==> src/include/mipsCtrl_macros.svh <==
`ifndef MIPS_CTRL_MACROS_SVH
`define MIPS_CTRL_MACROS_SVH

// Instruction word and field widths
`define MIPS_INSTR_W 32
`define MIPS_OPCODE_W 6
`define MIPS_FUNCT_W 6
`define MIPS_RT_W 5

// ALU operation code driven to the datapath
`define MIPS_ALUCTRL_W 5

// One enable per byte lane of the memory word
`define MIPS_BYTEEN_W 4

// Sequencer state code
`define MIPS_STATE_W 3

`endif
==> src/logic/mipsCtrlPkg.sv <==
`include "mipsCtrl_macros.svh"

package mipsCtrlPkg;

  // Primary opcodes, bits 31:26
  typedef enum logic [`MIPS_OPCODE_W-1:0] {
    OP_RTYPE  = 6'b000000,
    OP_REGIMM = 6'b000001,
    OP_J      = 6'b000010,
    OP_JAL    = 6'b000011,
    OP_BEQ    = 6'b000100,
    OP_BNE    = 6'b000101,
    OP_BLEZ   = 6'b000110,
    OP_BGTZ   = 6'b000111,
    OP_ADDIU  = 6'b001001,
    OP_SLTI   = 6'b001010,
    OP_ANDI   = 6'b001100,
    OP_ORI    = 6'b001101,
    OP_XORI   = 6'b001110,
    OP_LUI    = 6'b001111,
    OP_LB     = 6'b100000,
    OP_LH     = 6'b100001,
    OP_LW     = 6'b100011,
    OP_LBU    = 6'b100100,
    OP_LHU    = 6'b100101,
    OP_SW     = 6'b101011
  } opcode_t;

  // R-type function field, bits 5:0
  typedef enum logic [`MIPS_FUNCT_W-1:0] {
    FN_JR   = 6'b001000,
    FN_ADDU = 6'b100001,
    FN_AND  = 6'b100100,
    FN_OR   = 6'b100101
  } funct_t;

  // REGIMM branches select on the rt field
  typedef enum logic [`MIPS_RT_W-1:0] {
    RT_BLTZ = 5'b00000,
    RT_BGEZ = 5'b00001
  } regimm_t;

  typedef enum logic [`MIPS_STATE_W-1:0] {
    FETCH  = 3'd0,
    DECODE = 3'd1,
    EXEC1  = 3'd2,
    EXEC2  = 3'd3,
    EXEC3  = 3'd4,
    HALTED = 3'd5,
    STALL  = 3'd6
  } state_t;

  // Codes understood by the datapath ALU
  typedef enum logic [`MIPS_ALUCTRL_W-1:0] {
    ALU_AND      = 5'b00000,
    ALU_OR       = 5'b00001,
    ALU_ADD      = 5'b00010,
    ALU_XOR      = 5'b00011,
    ALU_SLT      = 5'b00111,
    ALU_CMPEQ    = 5'b01010,
    ALU_PASSB    = 5'b01011,
    ALU_SIGN     = 5'b01100,
    ALU_BRTARGET = 5'b01101,
    ALU_PASSA    = 5'b01110,
    ALU_RFUNCT   = 5'b01111,
    ALU_CMPLEZ   = 5'b10000,
    ALU_JTARGET  = 5'b10001,
    ALU_LUI      = 5'b10100
  } aluOp_t;

  typedef enum logic [3:0] {
    CLS_RALU, CLS_JR, CLS_IMM, CLS_LUI, CLS_LOAD,
    CLS_STORE, CLS_BRANCH, CLS_J, CLS_JAL, CLS_NOP
  } instrClass_t;

  typedef enum logic [2:0] {
    COND_NONE, COND_EQ, COND_NE, COND_LEZ,
    COND_GTZ, COND_LTZ, COND_GEZ, COND_ALWAYS
  } branchCond_t;

  typedef enum logic [1:0] {
    MEM_WORD, MEM_HALF, MEM_BYTE
  } memSize_t;

endpackage

==> src/logic/mipsControlUnit.sv <==
`timescale 1ns/1ps
`include "mipsCtrl_macros.svh"

module mipsControlUnit import mipsCtrlPkg::*; (
  input  logic                      clk,
  input  logic                      rst,
  input  logic [`MIPS_INSTR_W-1:0]  instr,
  input  logic                      start,
  input  logic                      waitRequest,
  input  logic                      aluStall,
  input  logic                      aluLsb,
  input  logic                      lessThan,
  input  logic                      pcIsZero,
  output logic                      irWrite,
  output logic                      irSel,
  output logic                      pcWrite,
  output logic                      pcSrc,
  output logic                      isJump,
  output logic                      aluSrcA,
  output logic [1:0]                aluSrcB,
  output aluOp_t                    aluControl,
  output logic                      aluSel,
  output logic                      extSel,
  output logic                      regWrite,
  output logic                      regDst,
  output logic                      memToReg,
  output logic                      memRead,
  output logic                      memWrite,
  output logic                      iOrD,
  output logic [`MIPS_BYTEEN_W-1:0] byteEnable,
  output logic [1:0]                extendedMem,
  output logic                      active,
  output logic                      branchDelay,
  output state_t                    stateCode
);

  instrClass_t instrClass;
  aluOp_t      aluOp;
  branchCond_t branchCond;
  memSize_t    memSize;
  logic        signedLoad;
  logic [1:0]  execCycles;
  state_t      state;

  assign stateCode = state;

  instrClassifier uClassifier (
    .instr(instr), .instrClass(instrClass), .execCycles(execCycles),
    .aluOp(aluOp), .branchCond(branchCond), .memSize(memSize), .signedLoad(signedLoad)
  );

  controlSequencer uSequencer (
    .clk(clk), .rst(rst), .start(start), .waitRequest(waitRequest),
    .aluStall(aluStall), .pcIsZero(pcIsZero), .execCycles(execCycles),
    .state(state), .active(active)
  );

  datapathControl uDatapath (
    .state(state), .instrClass(instrClass), .aluOp(aluOp), .branchDelay(branchDelay),
    .irWrite(irWrite), .irSel(irSel), .pcWrite(pcWrite), .pcSrc(pcSrc),
    .isJump(isJump), .aluSrcA(aluSrcA), .aluSrcB(aluSrcB), .aluControl(aluControl),
    .aluSel(aluSel), .extSel(extSel), .regWrite(regWrite), .regDst(regDst),
    .memToReg(memToReg)
  );

  memoryControl uMemory (
    .state(state), .instrClass(instrClass), .memSize(memSize), .signedLoad(signedLoad),
    .memRead(memRead), .memWrite(memWrite), .iOrD(iOrD), .byteEnable(byteEnable),
    .extendedMem(extendedMem)
  );

  branchResolver uBranch (
    .clk(clk), .rst(rst), .state(state), .branchCond(branchCond),
    .execCycles(execCycles), .aluLsb(aluLsb), .lessThan(lessThan),
    .branchDelay(branchDelay)
  );

endmodule

==> src/logic/branchResolver.sv <==
`timescale 1ns/1ps

module branchResolver import mipsCtrlPkg::*; (
  input  logic        clk,
  input  logic        rst,
  input  state_t      state,
  input  branchCond_t branchCond,
  input  logic [1:0]  execCycles,
  input  logic        aluLsb,
  input  logic        lessThan,
  output logic        branchDelay
);

  logic taken;
  logic lastExec;

  // aluLsb carries the compare result, lessThan the sign of rs
  always_comb begin
    case (branchCond)
      COND_EQ, COND_LEZ: taken = aluLsb;
      COND_NE, COND_GTZ: taken = !aluLsb;
      COND_LTZ:          taken = lessThan;
      COND_GEZ:          taken = !lessThan;
      COND_ALWAYS:       taken = 1'b1;
      default:           taken = 1'b0;
    endcase
  end

  assign lastExec = (state == EXEC1 && execCycles == 2'd1) ||
                    (state == EXEC2 && execCycles == 2'd2) ||
                    (state == EXEC3 && execCycles == 2'd3);

  // FETCH never repeats, so clearing here consumes the flag once
  always_ff @(posedge clk) begin
    if (rst) begin
      branchDelay <= 1'b0;
    end else if (state == FETCH) begin
      branchDelay <= 1'b0;
    end else if (lastExec) begin
      branchDelay <= taken;
    end
  end

endmodule

==> src/logic/memoryControl.sv <==
`timescale 1ns/1ps
`include "mipsCtrl_macros.svh"

module memoryControl import mipsCtrlPkg::*; (
  input  state_t                    state,
  input  instrClass_t               instrClass,
  input  memSize_t                  memSize,
  input  logic                      signedLoad,
  output logic                      memRead,
  output logic                      memWrite,
  output logic                      iOrD,
  output logic [`MIPS_BYTEEN_W-1:0] byteEnable,
  output logic [1:0]                extendedMem
);

  logic isLoad;
  logic isStore;
  logic loadData;

  assign isLoad  = (instrClass == CLS_LOAD);
  assign isStore = (instrClass == CLS_STORE);
  // Read cycle and write-back cycle of a load
  assign loadData = isLoad && (state == EXEC2 || state == EXEC3);

  assign memRead  = (state == FETCH) || (state == STALL) || (isLoad && state == EXEC2);
  assign memWrite = isStore && (state == EXEC2);
  assign iOrD     = (isLoad || isStore) && (state == EXEC2);

  always_comb begin
    byteEnable  = 4'hF;
    extendedMem = 2'b00;
    if (loadData) begin
      case (memSize)
        MEM_HALF: begin
          byteEnable  = 4'h3;
          extendedMem = signedLoad ? 2'b11 : 2'b00;
        end
        MEM_BYTE: begin
          byteEnable  = 4'h1;
          extendedMem = signedLoad ? 2'b10 : 2'b00;
        end
        default: byteEnable = 4'hF;
      endcase
    end
  end

endmodule

==> src/logic/datapathControl.sv <==
`timescale 1ns/1ps

module datapathControl import mipsCtrlPkg::*; (
  input  state_t      state,
  input  instrClass_t instrClass,
  input  aluOp_t      aluOp,
  input  logic        branchDelay,
  output logic        irWrite,
  output logic        irSel,
  output logic        pcWrite,
  output logic        pcSrc,
  output logic        isJump,
  output logic        aluSrcA,
  output logic [1:0]  aluSrcB,
  output aluOp_t      aluControl,
  output logic        aluSel,
  output logic        extSel,
  output logic        regWrite,
  output logic        regDst,
  output logic        memToReg
);

  logic isJumpClass;

  assign isJumpClass = (instrClass == CLS_J) || (instrClass == CLS_JAL);

  always_comb begin
    irWrite    = 1'b0;
    irSel      = 1'b1;
    pcWrite    = 1'b0;
    pcSrc      = 1'b0;
    isJump     = 1'b0;
    aluSrcA    = 1'b0;
    aluSrcB    = 2'b00;
    aluControl = ALU_AND;
    aluSel     = 1'b0;
    extSel     = 1'b0;
    regWrite   = 1'b0;
    regDst     = 1'b0;
    memToReg   = 1'b0;
    case (state)
      FETCH: begin
        pcWrite = 1'b1;
        // Taken branch loads the held target, otherwise PC + 4
        if (branchDelay) begin
          pcSrc = 1'b1;
        end else begin
          aluSrcB    = 2'b01;
          aluControl = ALU_ADD;
        end
      end
      DECODE: begin
        irWrite = 1'b1;
        irSel   = 1'b0;
        aluSrcB = 2'b11;
        if (isJumpClass) begin
          aluControl = ALU_PASSB;
          extSel     = 1'b1;
        end else begin
          // Precompute the branch target while registers are read
          aluControl = ALU_BRTARGET;
        end
      end
      EXEC1: begin
        case (instrClass)
          CLS_RALU, CLS_BRANCH: begin
            aluSrcA    = 1'b1;
            aluControl = aluOp;
          end
          CLS_IMM, CLS_LUI, CLS_LOAD, CLS_STORE: begin
            aluSrcA    = 1'b1;
            aluSrcB    = 2'b10;
            aluControl = aluOp;
            // Logical immediates are zero extended
            extSel = (instrClass == CLS_IMM) &&
                     (aluOp == ALU_AND || aluOp == ALU_OR || aluOp == ALU_XOR);
          end
          CLS_JR: begin
            aluSrcA    = 1'b1;
            aluControl = ALU_PASSA;
            isJump     = 1'b1;
          end
          CLS_J: begin
            aluSrcB    = 2'b11;
            aluControl = ALU_JTARGET;
            extSel     = 1'b1;
            isJump     = 1'b1;
          end
          CLS_JAL: begin
            // Link address PC + 4 goes to the register file
            aluSrcB    = 2'b01;
            aluControl = ALU_ADD;
            regWrite   = 1'b1;
            memToReg   = 1'b1;
          end
          default: ;
        endcase
      end
      EXEC2: begin
        case (instrClass)
          CLS_RALU, CLS_IMM, CLS_LUI: begin
            aluSel   = 1'b1;
            memToReg = 1'b1;
            regWrite = 1'b1;
            regDst   = (instrClass == CLS_RALU);
          end
          CLS_JAL: begin
            aluSrcB    = 2'b11;
            aluControl = ALU_JTARGET;
            extSel     = 1'b1;
            isJump     = 1'b1;
          end
          CLS_LOAD: aluSel = 1'b1;
          default: ;
        endcase
      end
      EXEC3: regWrite = (instrClass == CLS_LOAD);
      default: ;
    endcase
  end

endmodule

==> src/logic/controlSequencer.sv <==
`timescale 1ns/1ps

module controlSequencer import mipsCtrlPkg::*; (
  input  logic       clk,
  input  logic       rst,
  input  logic       start,
  input  logic       waitRequest,
  input  logic       aluStall,
  input  logic       pcIsZero,
  input  logic [1:0] execCycles,
  output state_t     state,
  output logic       active
);

  state_t nextState;

  always_comb begin
    nextState = state;
    case (state)
      HALTED: begin
        if (start) begin
          nextState = FETCH;
        end
      end
      // Instruction fetch waits out a busy memory in STALL
      FETCH, STALL: nextState = waitRequest ? STALL : DECODE;
      DECODE: nextState = EXEC1;
      EXEC1: begin
        if (!aluStall) begin
          nextState = (execCycles > 2'd1) ? EXEC2 : FETCH;
        end
      end
      EXEC2: begin
        if (!waitRequest) begin
          nextState = (execCycles == 2'd3) ? EXEC3 : FETCH;
        end
      end
      EXEC3: nextState = FETCH;
      default: nextState = HALTED;
    endcase
    // Return to PC zero ends the program
    if (pcIsZero && state != HALTED) begin
      nextState = HALTED;
    end
  end

  always_ff @(posedge clk) begin
    if (rst) begin
      state <= HALTED;
    end else begin
      state <= nextState;
    end
  end

  assign active = (state != HALTED);

endmodule

==> src/logic/instrClassifier.sv <==
`timescale 1ns/1ps
`include "mipsCtrl_macros.svh"

module instrClassifier import mipsCtrlPkg::*; (
  input  logic [`MIPS_INSTR_W-1:0] instr,
  output instrClass_t              instrClass,
  output logic [1:0]               execCycles,
  output aluOp_t                   aluOp,
  output branchCond_t              branchCond,
  output memSize_t                 memSize,
  output logic                     signedLoad
);

  opcode_t opcode;
  funct_t  funct;
  regimm_t rtCode;

  assign opcode = opcode_t'(instr[31:26]);
  assign funct  = funct_t'(instr[`MIPS_FUNCT_W-1:0]);
  assign rtCode = regimm_t'(instr[20:16]);

  always_comb begin
    instrClass = CLS_NOP;
    aluOp      = ALU_ADD;
    branchCond = COND_NONE;
    memSize    = MEM_WORD;
    signedLoad = 1'b0;
    case (opcode)
      OP_RTYPE: begin
        if (funct == FN_JR) begin
          instrClass = CLS_JR;
          branchCond = COND_ALWAYS;
        end else begin
          instrClass = CLS_RALU;
          aluOp      = ALU_RFUNCT;
        end
      end
      OP_ADDIU: instrClass = CLS_IMM;
      OP_ANDI:  begin instrClass = CLS_IMM; aluOp = ALU_AND; end
      OP_ORI:   begin instrClass = CLS_IMM; aluOp = ALU_OR;  end
      OP_XORI:  begin instrClass = CLS_IMM; aluOp = ALU_XOR; end
      OP_SLTI:  begin instrClass = CLS_IMM; aluOp = ALU_SLT; end
      OP_LUI:   begin instrClass = CLS_LUI; aluOp = ALU_LUI; end
      // Address is base plus offset for every access
      OP_LW:  instrClass = CLS_LOAD;
      OP_LH:  begin instrClass = CLS_LOAD; memSize = MEM_HALF; signedLoad = 1'b1; end
      OP_LHU: begin instrClass = CLS_LOAD; memSize = MEM_HALF; end
      OP_LB:  begin instrClass = CLS_LOAD; memSize = MEM_BYTE; signedLoad = 1'b1; end
      OP_LBU: begin instrClass = CLS_LOAD; memSize = MEM_BYTE; end
      OP_SW:  instrClass = CLS_STORE;
      OP_BEQ:  begin instrClass = CLS_BRANCH; aluOp = ALU_CMPEQ;  branchCond = COND_EQ;  end
      OP_BNE:  begin instrClass = CLS_BRANCH; aluOp = ALU_CMPEQ;  branchCond = COND_NE;  end
      OP_BLEZ: begin instrClass = CLS_BRANCH; aluOp = ALU_CMPLEZ; branchCond = COND_LEZ; end
      OP_BGTZ: begin instrClass = CLS_BRANCH; aluOp = ALU_CMPLEZ; branchCond = COND_GTZ; end
      OP_REGIMM: begin
        // Only the plain sign tests, linking forms fall through as NOP
        if (rtCode == RT_BLTZ || rtCode == RT_BGEZ) begin
          instrClass = CLS_BRANCH;
          aluOp      = ALU_SIGN;
          branchCond = (rtCode == RT_BLTZ) ? COND_LTZ : COND_GEZ;
        end
      end
      OP_J:   begin instrClass = CLS_J;   branchCond = COND_ALWAYS; end
      OP_JAL: begin instrClass = CLS_JAL; branchCond = COND_ALWAYS; end
      default: instrClass = CLS_NOP;
    endcase
  end

  always_comb begin
    case (instrClass)
      CLS_RALU, CLS_IMM, CLS_LUI, CLS_STORE, CLS_JAL: execCycles = 2'd2;
      CLS_LOAD: execCycles = 2'd3;
      default:  execCycles = 2'd1;
    endcase
  end

endmodule

==> config.mk <==
export PLATFORM = sky130hd
export DESIGN_NAME = mipsControlUnit
export DESIGN_NICKNAME = d
export VERILOG_FILES = /design/src/logic/mipsCtrlPkg.sv /design/src/logic/mipsControlUnit.sv /design/src/logic/branchResolver.sv /design/src/logic/memoryControl.sv /design/src/logic/datapathControl.sv /design/src/logic/controlSequencer.sv /design/src/logic/instrClassifier.sv
export VERILOG_INCLUDE_DIRS = /design/src /design/src/include
export SDC_FILE = /design/constraint.sdc
export NUM_CORES = 1
export LEC_CHECK = 0
export ABC_AREA = 1
export BUFFER_PORTS_ARGS = -buffer_cell sky130_fd_sc_hd__buf_2
export CAP_MARGIN = 40
export CORE_MARGIN = 10
export CORE_UTILIZATION = 30
export CTS_BUF_LIST = sky130_fd_sc_hd__clkbuf_4 sky130_fd_sc_hd__clkbuf_8
export CTS_CLUSTER_SIZE = 10
export DETAILED_ROUTE_END_ITERATION = 6
export HOLD_SLACK_MARGIN = 0.15
export PLACE_DENSITY_LB_ADDON = 0.05
export SYNTH_ARGS = -nofsm -noshare
export SYNTH_HDL_FRONTEND = slang
export SYNTH_SLANG_ARGS = --single-unit
==> constraint.sdc <==
create_clock -name clk -period 1.43 [get_ports clk]
set_input_delay 0.0715 -clock clk [delete_from_list [all_inputs] [get_ports clk]]
set_output_delay 0.0715 -clock clk [all_outputs]
set_load 0.02 [all_outputs]
---- Yosys cells after proc, flatten, opt, wreduce, memory -nomap -nowiden ----
Index checks and enable logic that the tools add are counted.
storage, ports and cells
  flip-flop bits (word level) ............. 4
  bits of input ports ..................... 40
  output and inout bits ................... 32
  word-level logic and storage cells ...... 160
cells by class
  $lt $le $gt $ge ......................... 1
  eq/ne operators ......................... 53
  mux-type cells .......................... 56
  reduce and logical (&&, ||, !) cells .... 48
operators by type and width
  kind                count
  $pmux 5 s9          1
  $eq 6x4->1 const B  7
  $pmux 5 s4          2
  $eq 6x6->1 const B  6
  $pmux 4 s9          1
  $eq 6x3->1 const B  4
  $mux 3              8
  $reduce_or 2->1     12
  $eq 3x3->1 const B  7
  $pmux 3 s7          1
  $mux 1              18
  $pmux 3 s6          1
  $eq 4x3->1 const B  4
  $mux 4              4
  $reduce_or 5->1     3
  $mux 2              7
  $eq 3x2->1 const B  4
  $eq 6x2->1 const B  2
  $pmux 2 s2          3
  $reduce_or 4->1     3
  $eq 5x1->1 const B  2
  $logic_not 5->1     2
  $logic_or 1x1->1    10
  $logic_and 1x1->1   9
  other kinds (26)    37

---- Depth between registers and ports, before layout ----
Gate-level depths: netlist of the first run.
  word-level depth ........................ 11
  mapped depth ............................ 13
  mapped depth without buffers ............ 13

---- Hierarchy ----
From an unflattened synthesis of the first run, not the netlist that was laid out.
unflattened totals
  cell total of the unflattened synthesis .. 309
  area total of the unflattened synthesis .. 1,579.0 um2
by module, submodules not included
  module            times used  cells each  area an instance (um2)  seq. area each (um2)
  instrClassifier   1           106         538.0                   0.0
  datapathControl   1           87          415.4                   0.0
  controlSequencer  1           39          250.2                   60.1
  branchResolver    1           41          187.7                   20.0
  memoryControl     1           36          187.7                   0.0

---- Worst setup path after synthesis of the first run ----
No wires, ideal clock.
  path kind ............................... reg2out
  from .................................... reg uSequencer.state[0]
  to ...................................... out aluControl[2]
  arrival ................................. 1.933 ns
  required time ........................... 1.359 ns
  setup slack ............................. -0.575 ns
  cell stages (with the launch flop) ...... 6
  buffers on the path ..................... 0
  cells stage by stage .................... dfxtp_1 -> inv_1 -> or2_2 -> nor2_1 -> inv_1 -> o22ai_1
on the way
  word-level cells in the longest chain between the ends .. 2
  elaborated cells on any way between the ends .. 5
  those cells by class .................... eq/ne (3); mux (1); reduce/logical (1)
ends and longest elaborated chain
  what                                      RTL line                text
  start, declared                           controlSequencer.sv:11  output state_t state,
  start signal, assigned                    controlSequencer.sv:51  state <= nextState;
  $eq 3x2->1, or another cell as far along  datapathControl.sv:41   case (state)
  $pmux 5 s4 (*)                            datapathControl.sv:41
  end, declared                             mipsControlUnit.sv:21   output aluOp_t aluControl,
Mark *: on every way between the ends. The rest lies on a longest branch, timed or not.

---- Worst setup path after layout of the first run ----
Ends and elaborated chain as after synthesis.

==> flow_metrics.py, run 1 <==
metrics = {
    "yosys": {
        "syn_inst": 247,
        "synth-seq-cells": 4,
        "synth_warnings": 0,
        "synth_seq_area_share": 0.0692,
        "synth_area_um2": 1160,
        "ys_types": 25,
        "synth_fp_nets": 289,
        "syn_avg_cell_area_um2": 4.69,
    },
    "power": {
        "peakVddDrop_v": 0.000916,
        "power.leakage_nw": 1.51,
        "power_density_nw_per_um2": 702,
    },
    "clock_network": {
        "cts_sinks": 4,
        "cts_tree": "built",
        "clk_pin_slew_ps": 40,
        "clk_latency_ps": 220,
        "numCtsBuffers": 3,
        "cts_buffer_depth": 2,
        "clockRootBuffer": "clkbuf_8",
        "htreeDepth": 1,
    },
    "global_route": {
        "grt_pass1_wl_mm": 8.92,
        "antenna_found_initial": 0,
        "grt.overflow.total": 0,
        "grt_pass1_vias": 2048,
        "grt_use_total": 0.162,
        "grt_max_degree": 8,
    },
    "outcome": {
        "violations": "negative setup slack",
        "status": "finished with violations",
    },
    "setup_path": {
        "crit_fanout": 4,
        "cp.arrival_ps": 1440,
        "critPathSlowestCell": "dfxtp_4",
        "crit_chain": "inv_2 > or2_4 > nor2_4 > inv_4 > o22ai_4 > buf_6",
        "max_stage_delay_ps": 370,
        "critPathKind": "reg2out",
        "cp-start-kind": "register",
        "end_kind": "primary output",
        "critPathRequiredTime_ps": 1360,
        "path_buf_inv": 3,
        "path_delay_family": "simple AND/OR/NAND/NOR gates",
    },
    "layout": {
        "regArea_um2": 88.8,
        "multiInputGateArea_um2": 1250,
        "final.fill_count": 308,
        "num_antenna_cells": 0,
        "area_growth_pct": 136,
        "nets": 426,
        "drive_gt1_frac": 0.621,
    },
    "floorplanning": {
        "die_h_um": 82.1,
        "start_util": 0.314,
        "die_w_um": 82.1,
        "boundaryPins": 72,
        "core_area_um2": 3690,
        "die-area_um2": 6740,
        "placementRows": 22,
    },
    "drt": {
        "first_iter_violations": 83,
        "dr.pass1.iters": 4,
        "routed_via_density": 4.72,
        "routedWlPerCell_um": 13.3,
        "wl_mm": 5.75,
        "ant_nets": 0,
        "drc": 0,
        "via_count": 2034,
    },
    "timing": {
        "skew_ps": 4.09,
        "setup_viol_count_final": 9,
        "tns_ps": -510,
        "fmax_mhz": 663,
        "finalCritPeriodShare": 1.05,
        "fin_ws_ps": -77.9,
        "hold_viol": 0,
        "fin_crit_ps": 1510,
        "finalMaxSlewViolations": 0,
        "rsz0062_at_grt": "true",
    },
    "run": {
        "cap_violations": 0,
    },
    "place": {
        "io_buffer_count": 55,
        "pre_cts_slack_ps": -253,
        "dpl.hpwl_mm": 4.20,
        "place_congestion": 0.900,
    },
    "hold_path": {
        "worst_hold_path_type": "in2reg",
    },
}
## metrics by stage
step | utilization | std cells | cell area, µm² | power, mW | hold slack (ps)
finish | 0.740 | 431 | 2730 | 1.92 | 162
global route | 0.740 | 431 | 2730 | 2.05 | 181
detailed placement | 0.533 | 402 | 1970 | 1.20 | 345
floorplan | - | 247 | 1240 | 0.771 | 228
CTS | 0.648 | 422 | 2390 | 1.68 | 161
global placement | 0.533 | 402 | 1970 | 1.20 | 347
## layout by cell type (no fill, tap or decap), types with 2 or more instances in the layout
cell,count
nor3_1,3
nand2_1,44
inv_2,14
a21oi_1,4
o21ai_1,3
buf_2,31
inv_1,33
nand2_2,18
nor3_2,4
nand4_1,7
a21oi_2,3
nor2_4,17
buf_6,31
o21ai_0,3
dfxtp_4,2
buf_8,3
nand3_2,2
buf_4,69
nor2_2,11
nand3_1,19
nand2_4,8
nor2_1,21
o21ai_2,4
clkbuf_8,3
inv_4,5
## sequential cells by signal, indices dropped and copies added (netlist names)
name and cells:
uBranch.branchDelay 1, uSequencer.state 3
## Yosys cell counts
master / instances / area (µm²)
buf_4: 2 / 15.0
nand4_1: 7 / 43.8
conb_1: 1 / 3.75
nand3_1: 22 / 110
a21oi_1: 7 / 35.0
ha_1: 2 / 25.0
nor2_4: 1 / 11.3
clkbuf_1: 1 / 3.75
inv_1: 52 / 195
nor2_2: 6 / 37.5
o311ai_0: 1 / 8.76
nand2_1: 69 / 259
nor2_1: 42 / 158
o21ai_0: 11 / 55.1
nand3b_1: 1 / 7.51
nand2_2: 1 / 6.26
a21boi_0: 1 / 7.51
nor3_1: 8 / 40.0
a31oi_1: 1 / 6.26
a21o_1: 1 / 7.51
o22ai_1: 2 / 12.5
or2_2: 2 / 12.5
a2111oi_0: 1 / 8.76
dfxtp_1: 4 / 80.1
a211oi_1: 1 / 7.51
## cells by family (layout without fill, tap and decap cells)
kind of cell,count (synthesis),count (layout),share of synthesized area
flops,4,4,0.0692
simple gates,159,159,0.592
compound gates,26,26,0.129
fa+ha+maj,2,2,0.0216
buf+inv,55,191,0.185
other cells,1,1,0.00324
## path summary, 6_finish.rpt
path	cells past startpoint	startpoint	slack [ps]	to
min	4	aluStall	160	uSequencer.state[0]
max	6	uSequencer.state[0]	-80	aluControl[2]
max reg2reg	9	uSequencer.state[0]	30	uSequencer.state[1]
min reg2reg	4	uBranch.branchDelay	670	uBranch.branchDelay
## area by class of cell
cell class | instances | share of cell area
Clock buffer | 4 | 0.0179
Sequential cell | 4 | 0.0325
Timing Repair Buffer | 135 | 0.395
Tap cell | 48 | 0.0220
Inverter | 52 | 0.0761
Multi-Input combinational cell | 188 | 0.457
## power breakdown
group | switching (mW) | total (mW) | internal (mW)
Sequential | 0.0452 | 0.199 | 0.154
Clock | 0.0646 | 0.274 | 0.210
Combinational | 0.781 | 1.44 | 0.661
## routing by layer
layer  track usage  up-vias  part of all wire
met5             0        -                 0
met4        0.0527        0            0.0084
met3        0.0292        6             0.062
met2         0.299       55              0.53
met1         0.181      924              0.40
li1              -     1049                 -
## worst reg2reg max path: cells and delay by family (launching register included)
family | cells | cell delay, ps
simple gates | 4 | 550
buf+inv | 5 | 420
flops | 1 | 370
## what timing repair did
item / in CTS / in global routing
setup buffers: 15 / 11
hold buffers: 1 / 0
endpoints found under the setup margin: 24 / 28
cloned: 0 / 0
resized for setup: 89 / 82
pin swaps: 28 / 27
hold endpoints to repair: 1 / 0
Note: power is estimated with default switching activity, not from simulation.
==> inputs of run 2 (changes only) <==
--- a/config.mk
+++ b/config.mk
@@ -10,7 +10,7 @@
 export BUFFER_PORTS_ARGS = -buffer_cell sky130_fd_sc_hd__buf_2
 export CAP_MARGIN = 40
 export CORE_MARGIN = 10
-export CORE_UTILIZATION = 30
+export CORE_UTILIZATION = 45
 export CTS_BUF_LIST = sky130_fd_sc_hd__clkbuf_4 sky130_fd_sc_hd__clkbuf_8
 export CTS_CLUSTER_SIZE = 10
 export DETAILED_ROUTE_END_ITERATION = 6
==> run 2 against run 1 <==
Against the previous run: the flow now stops in global routing; synthesized cell count unchanged; area after synthesis unchanged.
==> flow_metrics.py, run 2 <==
metrics = {
    "outcome": {
        "status": "did not finish",
        "lastStage": "global routing",
        "error_line": "[ERROR DPL-0038] Utilization greater than 100%, impossible to legalize",
    },
    "clock_network": {
        "cts_sinks": 4,
        "htreeDepth": 1,
        "clockRootBuffer": "clkbuf_4",
        "numCtsBuffers": 3,
        "cts_buffer_depth": 2,
    },
    "yosys": {
        "synth_flop_cell": "dfxtp_1",
        "yosysTopAreaCell": "nand2_1",
        "synth-seq-cells": 4,
        "yosys.cell_count.top_type": "nand2_1",
        "syn_avg_cell_area_um2": 4.69,
        "synth_common_cells": "69 x nand2_1, 52 x inv_1, 42 x nor2_1",
        "syn_inst": 247,
        "synth_fp_nets": 289,
        "yosysTopAreaCellShare": 0.224,
        "synth_area_um2": 1160,
        "post_synth_main_area_contributors": "nand2_1 22%, inv_1 17%, nor2_1 14%",
        "synth_warnings": 0,
        "synth_seq_area_share": 0.0692,
        "async_flop_share": 0,
        "ys_types": 25,
        "synth_edf_count": 0,
    },
    "global_route": {
        "grt_max_degree": 8,
    },
    "floorplanning": {
        "die_w_um": 70.7,
        "placementRows": 18,
        "boundaryPins": 72,
        "die_h_um": 70.7,
        "start_util": 0.471,
    },
    "place": {
        "dpl.cell_count": 378,
        "place_congestion": 1.01,
        "dpl.hpwl_mm": 4.03,
        "io_buffer_count": 55,
    },
    "timing": {
        "crit_endpoint": "extendedMem[1]",
        "worst_endpoint_kind": "output port",
    },
}
==> run 2: cell counts after synthesis <==
Identical to the previous run, type by type.
==> run 2: stage by stage <==
step	instance area [µm²]	setup slack, ps	hold slack, ps	setup TNS (ps)	util
4_1_cts	2280	-113	153	-531	0.928
3_3_place_gp	1900	-178	353	-1640	0.773
2_1_floorplan	1240	-32.8	228	-32.8	-
3_5_place_dp	1900	-223	350	-1920	0.773
==> run 2: what timing repair did <==
action,in CTS
hold buffers,2
setup buffers,8
resized for setup,97
hold endpoints to repair,3
pin swaps,16
endpoints found under the setup margin,22
==> run 2: cells by family after synthesis <==
family                     after synthesis  synth area share
adders and majority gates                2            0.0216
DFF                                      4            0.0692
AOI/OAI and AO/OA                       26             0.129
and+or+nand+nor                        159             0.592
buffers and inverters                   55             0.185
other                                    1           0.00324
==> inputs of run 3 (changes only) <==
--- a/config.mk
+++ b/config.mk
@@ -10,12 +10,9 @@
 export BUFFER_PORTS_ARGS = -buffer_cell sky130_fd_sc_hd__buf_2
 export CAP_MARGIN = 40
 export CORE_MARGIN = 10
-export CORE_UTILIZATION = 45
-export CTS_BUF_LIST = sky130_fd_sc_hd__clkbuf_4 sky130_fd_sc_hd__clkbuf_8
-export CTS_CLUSTER_SIZE = 10
+export CORE_UTILIZATION = 30
 export DETAILED_ROUTE_END_ITERATION = 6
-export HOLD_SLACK_MARGIN = 0.15
-export PLACE_DENSITY_LB_ADDON = 0.05
+export PLACE_DENSITY_LB_ADDON = 0.15
 export SYNTH_ARGS = -nofsm -noshare
 export SYNTH_HDL_FRONTEND = slang
 export SYNTH_SLANG_ARGS = --single-unit
==> run 3 against run 2 <==
Against the previous run: the flow now finishes, with violations (negative setup slack).
==> flow_metrics.py, run 3 (synthesis gave the netlist of run 1 again) <==
metrics = {
    "clock_network": {
        "cts_buffer_depth": 2,
        "cts_tree": "built",
        "cts_hold_buf": 0,
        "cts_sinks": 4,
        "clk_pin_slew_ps": 30,
        "clk_latency_ps": 220,
        "htreeDepth": 1,
        "clockRootBuffer": "clkbuf_8",
        "numCtsBuffers": 3,
    },
    "hold_path": {
        "worst_hold_path_type": "in2reg",
        "min_delay_path_depth": 4,
        "min_to": "uBranch.branchDelay",
        "min-delay-start": "rst",
    },
    "layout": {
        "final.fill_count": 316,
        "final_common_cell": "buf_4",
        "final_cell_mix": "66 x buf_4, 47 x nand2_1, 36 x inv_1, 29 x buf_2, 25 x nor2_1",
        "largest_register_ff_count": 3,
        "top_register": "uSequencer.state",
        "finalInstanceArea_um2": 2520,
        "area_growth_pct": 118,
        "reg_top3": "uSequencer.state: 3 flops, uBranch.branchDelay: 1 flops",
        "stdcell_count": 414,
        "nets": 409,
        "drive_gt1_frac": 0.590,
        "fin_util": 0.684,
        "num_antenna_cells": 0,
    },
    "timing": {
        "fmax_mhz": 670,
        "finalMaxSlewViolations": 0,
        "fin_crit_ps": 1490,
        "tns_ps": -378,
        "setup_viol_count_final": 11,
        "finalCritPeriodShare": 1.04,
        "skew_ps": 2.32,
        "hold_viol": 0,
        "rsz0062_at_grt": "true",
        "fin_hold_ws_ps": 148,
        "fin_ws_ps": -63.6,
    },
    "power": {
        "power.leakage_nw": 1.41,
        "power_density_nw_per_um2": 697,
        "power.total_mw": 1.76,
        "peakVddDrop_v": 0.000904,
    },
    "setup_path": {
        "cp.arrival_ps": 1420,
        "crit_fanout": 4,
        "reg2reg_slack_ps": 70,
        "regToRegStartpoint": "uSequencer.state[1]",
        "end_kind": "primary output",
        "reg2reg_depth": 11,
        "r2r_end": "uSequencer.state[1]",
        "cp-start-kind": "register",
        "critPathRequiredTime_ps": 1360,
        "critPathKind": "reg2out",
    },
    "drt": {
        "first_iter_violations": 104,
        "wl_mm": 5.50,
        "ant_nets": 0,
        "dr.pass1.iters": 4,
        "routedWlPerCell_um": 13.3,
        "drc": 0,
        "via_count": 1961,
        "routed_via_density": 4.74,
    },
    "global_route": {
        "grt_pass1_vias": 1916,
        "antenna_found_initial": 0,
        "grt_use_total": 0.146,
        "grt_pass1_wl_mm": 8.25,
        "grt.overflow.total": 0,
        "grt_max_degree": 7,
    },
    "place": {
        "dpl-instance-area_um2": 1940,
        "pre_cts_slack_ps": -238,
        "place_congestion": 0.970,
        "io_buffer_count": 55,
        "dpl.hpwl_mm": 3.94,
        "dpl.cell_count": 398,
    },
    "run": {
        "cap_violations": 0,
    },
    "floorplanning": {
        "die_w_um": 82.1,
        "die-area_um2": 6740,
        "boundaryPins": 72,
        "die_h_um": 82.1,
        "placementRows": 22,
        "core_area_um2": 3690,
        "start_util": 0.314,
    },
    "outcome": {
        "status": "finished with violations",
        "violations": "negative setup slack",
    },
}
-- run 3: worst max path at each step --
stage,slack (ps),endpoint,cells after the start,from
global placement,-250,regDst,10,instr[27]
global route,-200,extSel,8,instr[26]
floorplan,-30,aluControl[2],5,uSequencer.state[0]
finish,-60,aluControl[2],6,uSequencer.state[0]
detailed placement,-240,regDst,11,instr[31]
CTS,-100,extendedMem[1],8,uSequencer.state[0]
-- run 3: worst max-delay path, stage by stage, from the launching register on --
cell,delay (ps)
dfxtp_4,380
inv_4,50
or2_4,240
nor2_4,160
inv_2,90
o22ai_4,150
buf_6,140
-- run 3: cell type report --
cell class                 instances  area [µm²]  area share
clock buffer                       4        45.0      0.0178
timing repair buffer             118         903       0.358
tap                               48        60.1      0.0238
multi-input combinational        188        1220       0.483
inverter                          52         206      0.0818
sequential                         4        88.8      0.0352
-- run 3: power breakdown --
part | switching [mW] | total [mW] | internal, mW
registers | 0.0499 | 0.204 | 0.154
logic | 0.735 | 1.31 | 0.571
clock network | 0.0575 | 0.248 | 0.190
total | 0.843 | 1.76 | 0.915
-- run 3: per-layer routing --
layer  up-vias  global-route usage  share of wire
li1       1005                   -              -
met1       884               0.178           0.41
met2        66               0.253           0.51
met3         6              0.0302          0.070
met4         0              0.0374         0.0065
met5         -                   0              0
-- run 3: repair_timing --
| action | 4_1_cts | 5_1_grt |
|---|---|---|
| pin swaps | 12 | 32 |
| setup endpoints to repair | 23 | 28 |
| setup buffers | 8 | 5 |
| gates resized for setup | 62 | 90 |
| cloned | 0 | 0 |
